## config.mk

```make
export PLATFORM = sky130hd
export DESIGN_NAME = vdp_top
export DESIGN_NICKNAME = d
export VERILOG_FILES = /design/src/hdl/vdp_geom_pkg.sv /design/src/hdl/vdp_reg_pkg.sv /design/src/hdl/vdp_timing.sv /design/src/hdl/vdp_reg_decoder.sv /design/src/hdl/vdp_sprite.sv /design/src/hdl/vdp_mixer.sv /design/src/hdl/vdp_top.sv
export SDC_FILE = /design/constraint.sdc
export NUM_CORES = 1
export LEC_CHECK = 0
export ABC_AREA = 1
export BUFFER_PORTS_ARGS = -buffer_cell sky130_fd_sc_hd__buf_2
export CAP_MARGIN = 20
export CORE_MARGIN = 1
export CORE_UTILIZATION = 40
export CTS_CLUSTER_SIZE = 16
export DETAILED_ROUTE_END_ITERATION = 16
export PLACE_DENSITY_LB_ADDON = 0.25
export SLEW_MARGIN = 20
export SYNTH_ARGS = -nofsm -noshare
export SYNTH_HDL_FRONTEND = slang
export SYNTH_SLANG_ARGS = --single-unit
```

## constraint.sdc

```tcl
create_clock -name clk -period 2.95 [get_ports clk]
set_input_delay 0.4425 -clock clk [delete_from_list [all_inputs] [get_ports clk]]
set_output_delay 0.4425 -clock clk [all_outputs]
set_load 0.03 [all_outputs]
```

## src/hdl/vdp_geom_pkg.sv

```systemverilog
package vdp_geom_pkg;

    // ------------------------------
    // Coordinate widths
    // ------------------------------

    localparam int x_width = 10;
    localparam int y_width = 9;

    // ------------------------------
    // Raster geometry in pixel clocks
    // ------------------------------

    // The visible window sits in the top left corner of the scanned frame
    localparam int h_active = 64;
    localparam int v_active = 48;

    localparam int h_total  = 80;
    localparam int v_total  = 52;

    // ------------------------------
    // Sprites
    // ------------------------------

    localparam int sprite_width  = 8;
    localparam int sprite_height = 8;
    localparam int sprite_count  = 4;

    localparam int row_index_width    = 3;
    localparam int sprite_index_width = 2;

endpackage

```

## src/hdl/vdp_reg_pkg.sv

```systemverilog
package vdp_reg_pkg;

    // ------------------------------
    // Pixel format
    // ------------------------------

    localparam int rgb_width  = 3;
    localparam int ergb_width = 4;

    // Opaque flag sits above the colour bits
    localparam int ergb_opaque_bit = ergb_width - 1;

    // ------------------------------
    // Write port and register map
    // ------------------------------

    localparam int wr_data_width = 32;
    localparam int addr_width    = 7;

    // Addresses with this bit clear belong to the sprite register space
    localparam int sprite_space_bit = 6;

    // Sprite number and per-sprite register fields inside the address
    localparam int sprite_field_lsb = 4;
    localparam int reg_field_width  = 4;

    // Register 0 is xy, registers 8 to 15 are rows 0 to 7
    localparam int xy_reg      = 0;
    localparam int row_reg_bit = 3;

    localparam int bg_addr = 64;

    // ------------------------------
    // Sprite write word
    // ------------------------------

    localparam int xy_y_field_width = 10;
    localparam int xy_pad_width     = wr_data_width - 1 - xy_y_field_width
                                      - vdp_geom_pkg::x_width;

    // The same write word is either a position word or a row of pixels
    typedef union packed
    {
        struct packed
        {
            logic [xy_pad_width - 1:0]          pad;
            logic                               enable;
            logic [xy_y_field_width - 1:0]      y;
            logic [vdp_geom_pkg::x_width - 1:0] x;
        } xy;

        // Element 0 is the leftmost pixel on screen
        logic [vdp_geom_pkg::sprite_width - 1:0][ergb_width - 1:0] row;
    } sprite_word_t;

endpackage

```

## src/hdl/vdp_timing.sv

```systemverilog
`timescale 1ns/1ps

module vdp_timing
(
    input  logic                               clk,
    input  logic                               reset,

    output logic [vdp_geom_pkg::x_width - 1:0] pixel_x,
    output logic [vdp_geom_pkg::y_width - 1:0] pixel_y,
    output logic                               active
);

    // ------------------------------
    // Raster counters
    // ------------------------------

    logic line_end;
    logic frame_end;

    assign line_end  = pixel_x == vdp_geom_pkg::x_width'(vdp_geom_pkg::h_total - 1);
    assign frame_end = pixel_y == vdp_geom_pkg::y_width'(vdp_geom_pkg::v_total - 1);

    always_ff @(posedge clk or posedge reset)
    begin
        if (reset)
            pixel_x <= '0;
        else if (line_end)
            pixel_x <= '0;
        else
            pixel_x <= pixel_x + 1'b1;
    end

    // The line counter steps once per horizontal wrap
    always_ff @(posedge clk or posedge reset)
    begin
        if (reset)
            pixel_y <= '0;
        else if (line_end)
        begin
            if (frame_end)
                pixel_y <= '0;
            else
                pixel_y <= pixel_y + 1'b1;
        end
    end

    // ------------------------------
    // Active window
    // ------------------------------

    assign active =    (pixel_x < vdp_geom_pkg::x_width'(vdp_geom_pkg::h_active))
                    && (pixel_y < vdp_geom_pkg::y_width'(vdp_geom_pkg::v_active));

    // The horizontal counter must wrap before it leaves the frame
    x_in_frame: assert property (
        @(posedge clk) disable iff (reset)
        pixel_x < vdp_geom_pkg::x_width'(vdp_geom_pkg::h_total)
    );

endmodule

```

## src/hdl/vdp_reg_decoder.sv

```systemverilog
`timescale 1ns/1ps

module vdp_reg_decoder
(
    input  logic                                       clk,
    input  logic                                       reset,

    input  logic                                       wr_en,
    input  logic [vdp_reg_pkg::addr_width - 1:0]       wr_addr,
    input  logic [vdp_reg_pkg::wr_data_width - 1:0]    wr_data,

    output logic [vdp_geom_pkg::sprite_count - 1:0]    xy_we,
    output logic [vdp_geom_pkg::sprite_count - 1:0]    row_we,
    output logic [vdp_geom_pkg::row_index_width - 1:0] row_index,

    output logic [vdp_reg_pkg::rgb_width - 1:0]        bg_rgb
);

    // ------------------------------
    // Address fields
    // ------------------------------

    logic                                          sprite_space;
    logic [vdp_geom_pkg::sprite_index_width - 1:0] sprite_sel;
    logic [vdp_reg_pkg::reg_field_width - 1:0]     reg_sel;

    assign sprite_space = !wr_addr[vdp_reg_pkg::sprite_space_bit];
    assign sprite_sel   = wr_addr[vdp_reg_pkg::sprite_field_lsb +:
                                  vdp_geom_pkg::sprite_index_width];
    assign reg_sel      = wr_addr[vdp_reg_pkg::reg_field_width - 1:0];

    // All sprites share the row number, only the strobe picks the sprite
    assign row_index = reg_sel[vdp_geom_pkg::row_index_width - 1:0];

    // ------------------------------
    // Write strobes
    // ------------------------------

    always_comb
    begin
        xy_we  = '0;
        row_we = '0;

        if (wr_en && sprite_space)
        begin
            if (reg_sel == vdp_reg_pkg::reg_field_width'(vdp_reg_pkg::xy_reg))
                xy_we[sprite_sel] = 1'b1;
            else if (reg_sel[vdp_reg_pkg::row_reg_bit])
                row_we[sprite_sel] = 1'b1;
        end
    end

    // Background colour register
    always_ff @(posedge clk or posedge reset)
    begin
        if (reset)
            bg_rgb <= '0;
        else if (wr_en && wr_addr == vdp_reg_pkg::addr_width'(vdp_reg_pkg::bg_addr))
            bg_rgb <= wr_data[vdp_reg_pkg::rgb_width - 1:0];
    end

    strobe_onehot: assert property (
        @(posedge clk) disable iff (reset) $onehot0({xy_we, row_we})
    );

endmodule

```

## src/hdl/vdp_sprite.sv

```systemverilog
`timescale 1ns/1ps

module vdp_sprite
(
    input  logic                                       clk,
    input  logic                                       reset,

    input  logic [vdp_geom_pkg::x_width - 1:0]         pixel_x,
    input  logic [vdp_geom_pkg::y_width - 1:0]         pixel_y,

    input  logic [vdp_reg_pkg::wr_data_width - 1:0]    wr_data,
    input  logic                                       xy_we,
    input  logic                                       row_we,
    input  logic [vdp_geom_pkg::row_index_width - 1:0] wr_row_index,

    output logic                                       rgb_en,
    output logic [vdp_reg_pkg::rgb_width - 1:0]        rgb
);

    // ------------------------------
    // Sprite state
    // ------------------------------

    logic                               sprite_en;
    logic [vdp_geom_pkg::x_width - 1:0] sprite_x;
    logic [vdp_geom_pkg::y_width - 1:0] sprite_y;

    logic [vdp_reg_pkg::wr_data_width - 1:0] rows [vdp_geom_pkg::sprite_height];

    vdp_reg_pkg::sprite_word_t wr_word;
    vdp_reg_pkg::sprite_word_t rd_word;

    assign wr_word = wr_data;

    always_ff @(posedge clk or posedge reset)
    begin
        if (reset)
            sprite_en <= 1'b0;
        else if (xy_we)
            sprite_en <= wr_word.xy.enable;
    end

    // Only the low bits of the y field are kept
    always_ff @(posedge clk)
    begin
        if (xy_we)
        begin
            sprite_x <= wr_word.xy.x;
            sprite_y <= wr_word.xy.y[vdp_geom_pkg::y_width - 1:0];
        end
    end

    always_ff @(posedge clk)
    begin
        if (row_we)
            rows[wr_row_index] <= wr_word.row;
    end

    // ------------------------------
    // Hit test
    // ------------------------------

    // One extra bit keeps position plus 7 from wrapping past the coordinate range
    logic [vdp_geom_pkg::x_width:0] x_offset;
    logic [vdp_geom_pkg::x_width:0] x_last;
    logic [vdp_geom_pkg::y_width:0] y_offset;
    logic [vdp_geom_pkg::y_width:0] y_last;
    logic                           x_hit;
    logic                           y_hit;

    assign x_offset = {1'b0, pixel_x} - {1'b0, sprite_x};
    assign y_offset = {1'b0, pixel_y} - {1'b0, sprite_y};

    assign x_last = {1'b0, sprite_x}
                  + (vdp_geom_pkg::x_width + 1)'(vdp_geom_pkg::sprite_width - 1);
    assign y_last = {1'b0, sprite_y}
                  + (vdp_geom_pkg::y_width + 1)'(vdp_geom_pkg::sprite_height - 1);

    // A set top bit of the offset means the pixel lies before the sprite
    assign x_hit = !x_offset[vdp_geom_pkg::x_width] && ({1'b0, pixel_x} <= x_last);
    assign y_hit = !y_offset[vdp_geom_pkg::y_width] && ({1'b0, pixel_y} <= y_last);

    // ------------------------------
    // Pixel fetch
    // ------------------------------

    logic [$clog2(vdp_geom_pkg::sprite_width) - 1:0] col_sel;
    logic [vdp_geom_pkg::row_index_width - 1:0]      row_sel;
    logic [vdp_reg_pkg::ergb_width - 1:0]            pixel;

    assign col_sel = x_offset[$clog2(vdp_geom_pkg::sprite_width) - 1:0];
    assign row_sel = y_offset[vdp_geom_pkg::row_index_width - 1:0];
    assign rd_word = rows[row_sel];
    assign pixel   = rd_word.row[col_sel];

    always_ff @(posedge clk or posedge reset)
    begin
        if (reset)
            rgb_en <= 1'b0;
        else
            rgb_en <= sprite_en && x_hit && y_hit && pixel[vdp_reg_pkg::ergb_opaque_bit];
    end

    // Colour is only meaningful alongside rgb_en
    always_ff @(posedge clk)
    begin
        rgb <= pixel[vdp_reg_pkg::rgb_width - 1:0];
    end

    // A disabled sprite stays dark unless its enable bit was just written
    en_needs_sprite: assert property (
        @(posedge clk) disable iff (reset) !sprite_en && !$past(xy_we) |-> !rgb_en
    );

endmodule

```

## src/hdl/vdp_mixer.sv

```systemverilog
`timescale 1ns/1ps

module vdp_mixer
(
    input  logic                                       clk,
    input  logic                                       reset,

    input  logic                                       active,
    input  logic [vdp_geom_pkg::x_width - 1:0]         pixel_x,
    input  logic [vdp_geom_pkg::y_width - 1:0]         pixel_y,

    input  logic [vdp_geom_pkg::sprite_count - 1:0]    sprite_rgb_en,
    input  logic [vdp_geom_pkg::sprite_count * vdp_reg_pkg::rgb_width - 1:0]
                                                       sprite_rgb,

    input  logic [vdp_reg_pkg::rgb_width - 1:0]        bg_rgb,

    output logic                                       video_valid,
    output logic [vdp_geom_pkg::x_width - 1:0]         video_x,
    output logic [vdp_geom_pkg::y_width - 1:0]         video_y,
    output logic [vdp_reg_pkg::rgb_width - 1:0]        video_rgb
);

    // ------------------------------
    // Alignment with sprite outputs
    // ------------------------------

    logic                               active_d;
    logic [vdp_geom_pkg::x_width - 1:0] pixel_x_d;
    logic [vdp_geom_pkg::y_width - 1:0] pixel_y_d;

    always_ff @(posedge clk or posedge reset)
    begin
        if (reset)
            active_d <= 1'b0;
        else
            active_d <= active;
    end

    always_ff @(posedge clk)
    begin
        pixel_x_d <= pixel_x;
        pixel_y_d <= pixel_y;
    end

    // ------------------------------
    // Priority selection
    // ------------------------------

    logic [vdp_reg_pkg::rgb_width - 1:0] mix_rgb;

    // Walking from the top index down lets sprite 0 win any overlap
    always_comb
    begin
        mix_rgb = bg_rgb;

        for (int i = vdp_geom_pkg::sprite_count - 1; i >= 0; i--)
        begin
            if (sprite_rgb_en[i])
                mix_rgb = sprite_rgb[i * vdp_reg_pkg::rgb_width +: vdp_reg_pkg::rgb_width];
        end
    end

    // ------------------------------
    // Output stage
    // ------------------------------

    always_ff @(posedge clk or posedge reset)
    begin
        if (reset)
        begin
            video_valid <= 1'b0;
            video_rgb   <= '0;
        end
        else
        begin
            video_valid <= active_d;
            video_rgb   <= active_d ? mix_rgb : '0;
        end
    end

    always_ff @(posedge clk)
    begin
        video_x <= pixel_x_d;
        video_y <= pixel_y_d;
    end

endmodule

```

## src/hdl/vdp_top.sv

```systemverilog
`timescale 1ns/1ps

module vdp_top
(
    input  logic                                    clk,
    input  logic                                    reset,

    input  logic                                    wr_en,
    input  logic [vdp_reg_pkg::addr_width - 1:0]    wr_addr,
    input  logic [vdp_reg_pkg::wr_data_width - 1:0] wr_data,

    output logic                                    video_valid,
    output logic [vdp_geom_pkg::x_width - 1:0]      video_x,
    output logic [vdp_geom_pkg::y_width - 1:0]      video_y,
    output logic [vdp_reg_pkg::rgb_width - 1:0]     video_rgb
);

    // ------------------------------
    // Internal wires
    // ------------------------------

    logic [vdp_geom_pkg::x_width - 1:0]         pixel_x;
    logic [vdp_geom_pkg::y_width - 1:0]         pixel_y;
    logic                                       active;

    logic [vdp_geom_pkg::sprite_count - 1:0]    xy_we;
    logic [vdp_geom_pkg::sprite_count - 1:0]    row_we;
    logic [vdp_geom_pkg::row_index_width - 1:0] row_index;
    logic [vdp_reg_pkg::rgb_width - 1:0]        bg_rgb;

    logic [vdp_geom_pkg::sprite_count - 1:0]    sprite_rgb_en;
    logic [vdp_geom_pkg::sprite_count * vdp_reg_pkg::rgb_width - 1:0] sprite_rgb;

    // ------------------------------
    // Instances
    // ------------------------------

    vdp_timing timing_inst
    (
        .clk       (clk),
        .reset     (reset),
        .pixel_x   (pixel_x),
        .pixel_y   (pixel_y),
        .active    (active)
    );

    vdp_reg_decoder decoder_inst
    (
        .clk       (clk),
        .reset     (reset),
        .wr_en     (wr_en),
        .wr_addr   (wr_addr),
        .wr_data   (wr_data),
        .xy_we     (xy_we),
        .row_we    (row_we),
        .row_index (row_index),
        .bg_rgb    (bg_rgb)
    );

    // Each sprite sees the full write word and picks it up on its own strobe
    for (genvar i = 0; i < vdp_geom_pkg::sprite_count; i++)
    begin : sprite_gen
        vdp_sprite sprite_inst
        (
            .clk          (clk),
            .reset        (reset),
            .pixel_x      (pixel_x),
            .pixel_y      (pixel_y),
            .wr_data      (wr_data),
            .xy_we        (xy_we[i]),
            .row_we       (row_we[i]),
            .wr_row_index (row_index),
            .rgb_en       (sprite_rgb_en[i]),
            .rgb          (sprite_rgb[i * vdp_reg_pkg::rgb_width +: vdp_reg_pkg::rgb_width])
        );
    end

    vdp_mixer mixer_inst
    (
        .clk           (clk),
        .reset         (reset),
        .active        (active),
        .pixel_x       (pixel_x),
        .pixel_y       (pixel_y),
        .sprite_rgb_en (sprite_rgb_en),
        .sprite_rgb    (sprite_rgb),
        .bg_rgb        (bg_rgb),
        .video_valid   (video_valid),
        .video_x       (video_x),
        .video_y       (video_y),
        .video_rgb     (video_rgb)
    );

endmodule

```

# Word-level counts from Yosys, hierarchy flattened
# Memory sizes are Yosys's and may differ from the RTL's.
# Index checks and enable logic that the tools add are counted.
# op_classes
addsub	18
n_lt_le_gt_ge	16
eq_ne	3
n_mux	30
n_reduce_logical	34
# op_table
op	count
4-bit binary-select mux with 3-bit select	4
10-bit by 3-bit adder with 11-bit output, second input constant	4
10-bit by 11-bit less-or-equal comparator with 1-bit output	4
10-bit by 10-bit subtractor with 11-bit output	4
9-bit by 3-bit adder with 10-bit output, second input constant	4
9-bit by 10-bit less-or-equal comparator with 1-bit output	4
9-bit by 9-bit subtractor with 10-bit output	4
4-bit two-way mux	9
1-bit logical AND	24
3-bit by 4-bit < comparator with 1-bit output, second input constant	4
3-bit two-way mux	5
10-bit by 1-bit adder with 10-bit output, second input constant	1
10-bit by 7-bit equality test with 1-bit output, second input constant	1
10-bit by 7-bit < comparator with 1-bit output, second input constant	1
10-bit two-way mux	1
9-bit by 1-bit adder with 9-bit output, second input constant	1
9-bit by 6-bit equality test with 1-bit output, second input constant	1
1-bit logical NOT	9
9-bit by 6-bit < comparator with 1-bit output, second input constant	1
1-bit two-way mux	9
9-bit two-way mux	1
7-bit equality test, second input constant	1
4-bit logical NOT	1
2-bit by 3-bit < comparator with 1-bit output, second input constant	1
other kinds (2)	2
# totals
regBits	161
ram_bits	1024
inputBits	42
output_inout_bits	23
elab_cells	135
mem_count	4
# memory_table
memory	words	width	rd	rd_ports_with_merged_regs	wr	line_no	text
sprite_gen[0].sprite_inst.rows	8	32	1	0	1	vdp_sprite.sv:28	logic [vdp_reg_pkg::wr_data_width - 1:0] rows [vdp_geom_pkg::sprite_height];
sprite_gen[1].sprite_inst.rows	8	32	1	0	1	vdp_sprite.sv:28	
sprite_gen[2].sprite_inst.rows	8	32	1	0	1	vdp_sprite.sv:28	
sprite_gen[3].sprite_inst.rows	8	32	1	0	1	vdp_sprite.sv:28	

# Depth between registers and ports, before layout
# depth
word_depth	9
depth_mapped	19
depth_no_buf	19

# Hierarchy
# From an unflattened synthesis, not the netlist that was laid out.
# unflattened
hier_cells	4517
area_unflattened_um2	51617.0
# by_module_without_submodules
mod	instances	cells_each	area_per_inst_um2	seq_area_each_um2
vdp_sprite at sprite_gen[2].sprite_inst	1	1095	12419.4	8368.0
vdp_sprite at sprite_gen[3].sprite_inst	1	1083	12348.1	8368.0
vdp_sprite at sprite_gen[1].sprite_inst	1	1049	12261.8	8368.0
vdp_sprite at sprite_gen[0].sprite_inst	1	1036	12218.0	8368.0
vdp_timing	1	141	1077.3	475.5
vdp_mixer	1	74	1032.2	885.8
vdp_reg_decoder	1	39	260.2	75.1

# Worst setup path before layout
# OpenSTA, ideal clock, no wires.
# synth_path
path_kind	input to register
startpoint	input wr_en
endpoint	memory sprite_gen[3].sprite_inst.rows[0][0] (netlist name) (enable)
setup_ns	0.421
arrival_ns	2.470
setup_slack_ns	0.059
stages	4
cell_sequence	inv_1 > nor3b_1 > nand3_1 > nor2_1
# synth_via
elab_chain_cells	4
# synth_lines
item	line_no	text
start: declaration	vdp_top.sv:8	input logic wr_en,
1-bit logical AND	vdp_reg_decoder.sv:44	if (wr_en && sprite_space)
4-bit two-way mux	vdp_reg_decoder.sv:44	
1-bit two-way mux	vdp_sprite.sv:55	if (row_we)
1-bit two-way mux (implied by the code)	vdp_sprite.sv:56	rows[wr_row_index] <= wr_word.row;
end: declaration	vdp_sprite.sv:28	
# Every way passes these cells.

# Final worst setup path
# layout_path
startpoint	register timing_inst.pixel_y[0] (netlist name)
endpoint	register sprite_gen[2].sprite_inst.rgb[0] (netlist name)
# layout_via
elab_chain_cells	4
# layout_lines
item	line_no	text
start: declaration	vdp_timing.sv:9	output logic [vdp_geom_pkg::y_width - 1:0] pixel_y,
start signal: assignment	vdp_timing.sv:43	pixel_y <= pixel_y + 1'b1;
9-bit by 9-bit subtractor with 10-bit output	vdp_sprite.sv:72	assign y_offset = {1'b0, pixel_y} - {1'b0, sprite_y};
memory read 8 x 32 bit	n/a	
4-bit binary-select mux with 3-bit select	vdp_sprite.sv:94	assign pixel = rd_word.row[col_sel];
4-bit two-way mux (implied by the code)	vdp_sprite.sv:94	
net sprite_gen[2].sprite_inst.pixel (one bit)	vdp_sprite.sv:89	logic [vdp_reg_pkg::ergb_width - 1:0] pixel;
end signal: assignment	vdp_sprite.sv:107	rgb <= pixel[vdp_reg_pkg::rgb_width - 1:0];
end: declaration	vdp_sprite.sv:17	output logic [vdp_reg_pkg::rgb_width - 1:0] rgb
# The timed path passes the listed nets, and every way through them passes these cells. The select of a mux whose other input is x is not followed.
# A chain may end at the register's enable or synchronous reset.

==> flow_summary.toml <==
[run_status]
status = "finished, violations left"
violations = "DRC"

[job]
drv_cap = 0

[finish]
drive_above_1_share = 0.0989
utilization = 0.461
nNetsFinal = 4645
syn_to_final_growth_pct = 14.4

[detailed_routing]
drtIter0Drc = 3294
dr_wl_met3_um = 8950
vias = 33300
wl_met1_um = 62200
wire_per_inst_um = 22.4
antenna_left = 0
wl_met2_um = 62600
drt_first_pass_iters = 13
top_layer = "met5"
viasPerCell = 5.36
drc = 3
drt-total-wl_um = 139000

[clocking]
cts_buffer_depth = 3
clkLatencyLatePin_ps = 760
cts_buffers = 118
ctsRootBufferMaster = "clkbuf_16"
htree_levels = 3
cts.sinks = 1185
cts_tree = "yes"
cts.clk_slew.worst_paths_ps = 60

[worst_setup_path]
arrival_ps = 3430
cpMostUsedCell = "nand2_1"
crit_path_top_delay_cell = "fa_2"
slowest_delay_ps = 590
path_max_fanout = 64
cp-end-kind = "register"
reg2reg_depth = 13
critPathKind = "register to register"
path_buf_inv = 3
worstPathCellList = "inv_1 > buf_4 > ha_1 > fa_2 > buf_12 > o21ai_0 > o22ai_1 > nand2_1 > nand2_1 > nand2_1 > nand3_1 > nand3_1 > nand2_1"
setup.worst_path.start_class = "register"
cp_data_required_time_ps = 3630
worst_path_dominant_cell_family = "adder cells"
crit_cells = 13

[grt]
gr-usage-all-layers = 0.217
antenna_found_initial = 13
grt_pass1_wl_um = 205000
grt_remaining_overflow = 0
grt_max_degree = 87
grt_pass1_vias = 32100

[placed_design]
pre_cts_slack_ps = -78.7
port_buffers = 64
post-dp-hpwl_um = 77900
gp_congestion = 0.864

[synth]
ys_types = 47
synth_compound_area_frac = 0.0783
synth_area_leader_cell = "edfxtp_1"
synthSimpleGateAreaFrac = 0.140
synth_warnings = 0
synth_top_family_by_area = "simple AND/OR/NAND/NOR gates"
synthTopCellsByCount = "edfxtp_1 (1100), nand2_1 (835), nor2_1 (499)"
post_synth_xor_area_fraction = 0.0125
async_reset_ff_frac = 0.0295
ys_seq_area_frac = 0.690
syn_area_sq_um = 50600
synthCells = 4312
muxShareOfSynthArea = 0.000816
ys_seq_elements = 1185
yosysMostFrequentCell = "edfxtp_1"
postSynthAreaPerCell_sq_um = 11.7
yosysTopAreaCellShare = 0.653
synth_fa_ha_area_frac = 0.0422
synthTopCellsByArea = "edfxtp_1 (65%), nand2_1 (6.2%), o21ai_0 (3.9%)"
synth_nets = 4520
synth_edf_count = 1100
synth_flop_cell = "edfxtp_1"

[floorplan]
ioPinCount = 65
rows = 130
fp.coreArea_sq_um = 126000
die_x_um = 358
dieArea_sq_um = 128000
start_util = 0.403
die_h_um = 358

[timing]
drv_slew = 0
timing.final.ws_setup_ps = 197
tightest_slew_ps = 1120
finalClockSkew_ps = 32.7
fmax_mhz = 363
finalSetupViolCount = 0
slew_headroom = 0.253
final_hold_viol_count = 0
fin_crit_ps = 2750
finalCritPeriodShare = 0.933

[hold_path]
min_path_cells = 1
hp-class = "primary input to register"

[pwr]
p_leak_nw = 21.1
irDropWorstVdd_mv = 0.477
powerDensity_nw_per_um2 = 582
p_total_mw = 33.7
logic make-up (layout without fill, tap and decap cells):
| family | Yosys count | count (layout) |
|---|---|---|
| flip-flops | 1185 | 1185 |
| AND/OR/NAND/NOR | 1738 | 1738 |
| multiplexers | 4 | 4 |
| other | 0 | 9 |
| XOR/XNOR | 69 | 69 |
| AO/OA/AOI/OAI | 726 | 726 |
| buffers and inverters | 424 | 652 |
| adder cells (fa/ha/maj) | 166 | 166 |
metal layers:
layer,GRT usage,vias to the layer above
met5,0,-
met4,0.0845,6
met3,0.0341,210
met2,0.338,973
met1,0.306,16500
li1,-,15600
cell type report:
cell class | instances | area, sq um
Antenna cell | 9 | 22.5
Clock buffer | 165 | 3220
Clock inverter | 58 | 469
Fill cell | 11400 | 67700
Inverter | 221 | 836
Multi-Input combinational cell | 2703 | 14200
Sequential cell | 1185 | 34900
Tap cell | 1650 | 2060
Timing Repair Buffer | 208 | 2130
registers in the layout (all words and copies together) (netlist names), 3 cells and up:
| name | cells |
|---|---|
| sprite_gen.sprite_inst.rgb | 12 |
| sprite_gen.sprite_inst.sprite_x | 40 |
| timing_inst.pixel_y | 9 |
| mixer_inst.video_x | 10 |
| sprite_gen.sprite_inst.sprite_y | 36 |
| mixer_inst.pixel_y_d | 9 |
| mixer_inst.pixel_x_d | 10 |
| mixer_inst.video_y | 9 |
| sprite_gen.sprite_inst.rows | 1024 |
| decoder_inst.bg_rgb | 3 |
| sprite_gen.sprite_inst.rgb_en | 4 |
| timing_inst.pixel_x | 10 |
| sprite_gen.sprite_inst.sprite_en | 4 |
| mixer_inst.video_rgb | 3 |
layout by cell type, fill, tap and decap left out, types with 15 or more instances in the layout:
master	netlist	final
dfxtp_1	50	50
nand4_1	17	17
nor2_4	0	32
buf_2	78	64
ha_1	158	153
nand3_1	340	340
nand2_1	835	835
xor2_1	56	56
buf_4	24	85
o21ai_1	23	23
o21ai_0	396	396
o22ai_1	194	194
a21oi_1	82	81
or2_2	15	15
nor2_1	499	466
nor3_1	22	21
clkinv_1	3	24
inv_1	209	207
edfxtp_1	1100	1100
buf_12	0	58
clkinv_2	1	22
clkbuf_16	0	119
dfrtp_1	35	35
clkbuf_1	88	39
what timing repair did:
item                                    CTS  global route
hold buffers                              1             0
pin swaps                                 1             4
setup buffers                             0             1
endpoints found under the hold margin    35             0
endpoints found under the setup margin    1             2
resized for setup                         2             4
worst paths after layout:
check,end,startpoint,slack (ps)
max,sprite_gen[2].sprite_inst.rgb[0],timing_inst.pixel_y[0],200
min,sprite_gen[0].sprite_inst.sprite_y[7],wr_data[17],190
max reg2reg,sprite_gen[2].sprite_inst.rgb[0],timing_inst.pixel_y[0],200
min reg2reg,mixer_inst.video_x[4],mixer_inst.pixel_x_d[4],320
max in group asynchronous,timing_inst.pixel_y[2],reset,2070
min in group asynchronous,mixer_inst.video_valid,reset,400
metrics by stage:
stage               hold slack (ps)  instances  area (sq um)  setup TNS [ps]
floorplan                       310       4312         50600               0
global placement                313       5965         54100           -37.4
detailed placement              312       5965         54100           -78.7
CTS                             129       6189         57800               0
global route                    182       6190         57900           -14.3
finish                          193       6199         57900               0
power by group:
group	total [mW]	internal [mW]	leakage (nW)	switching, mW
clock	14.5	8.19	1.79	6.34
combinational	0.696	0.115	8.58	0.582
sequential	18.5	18.4	10.7	0.0235
(Power assumes the default switching activity.)
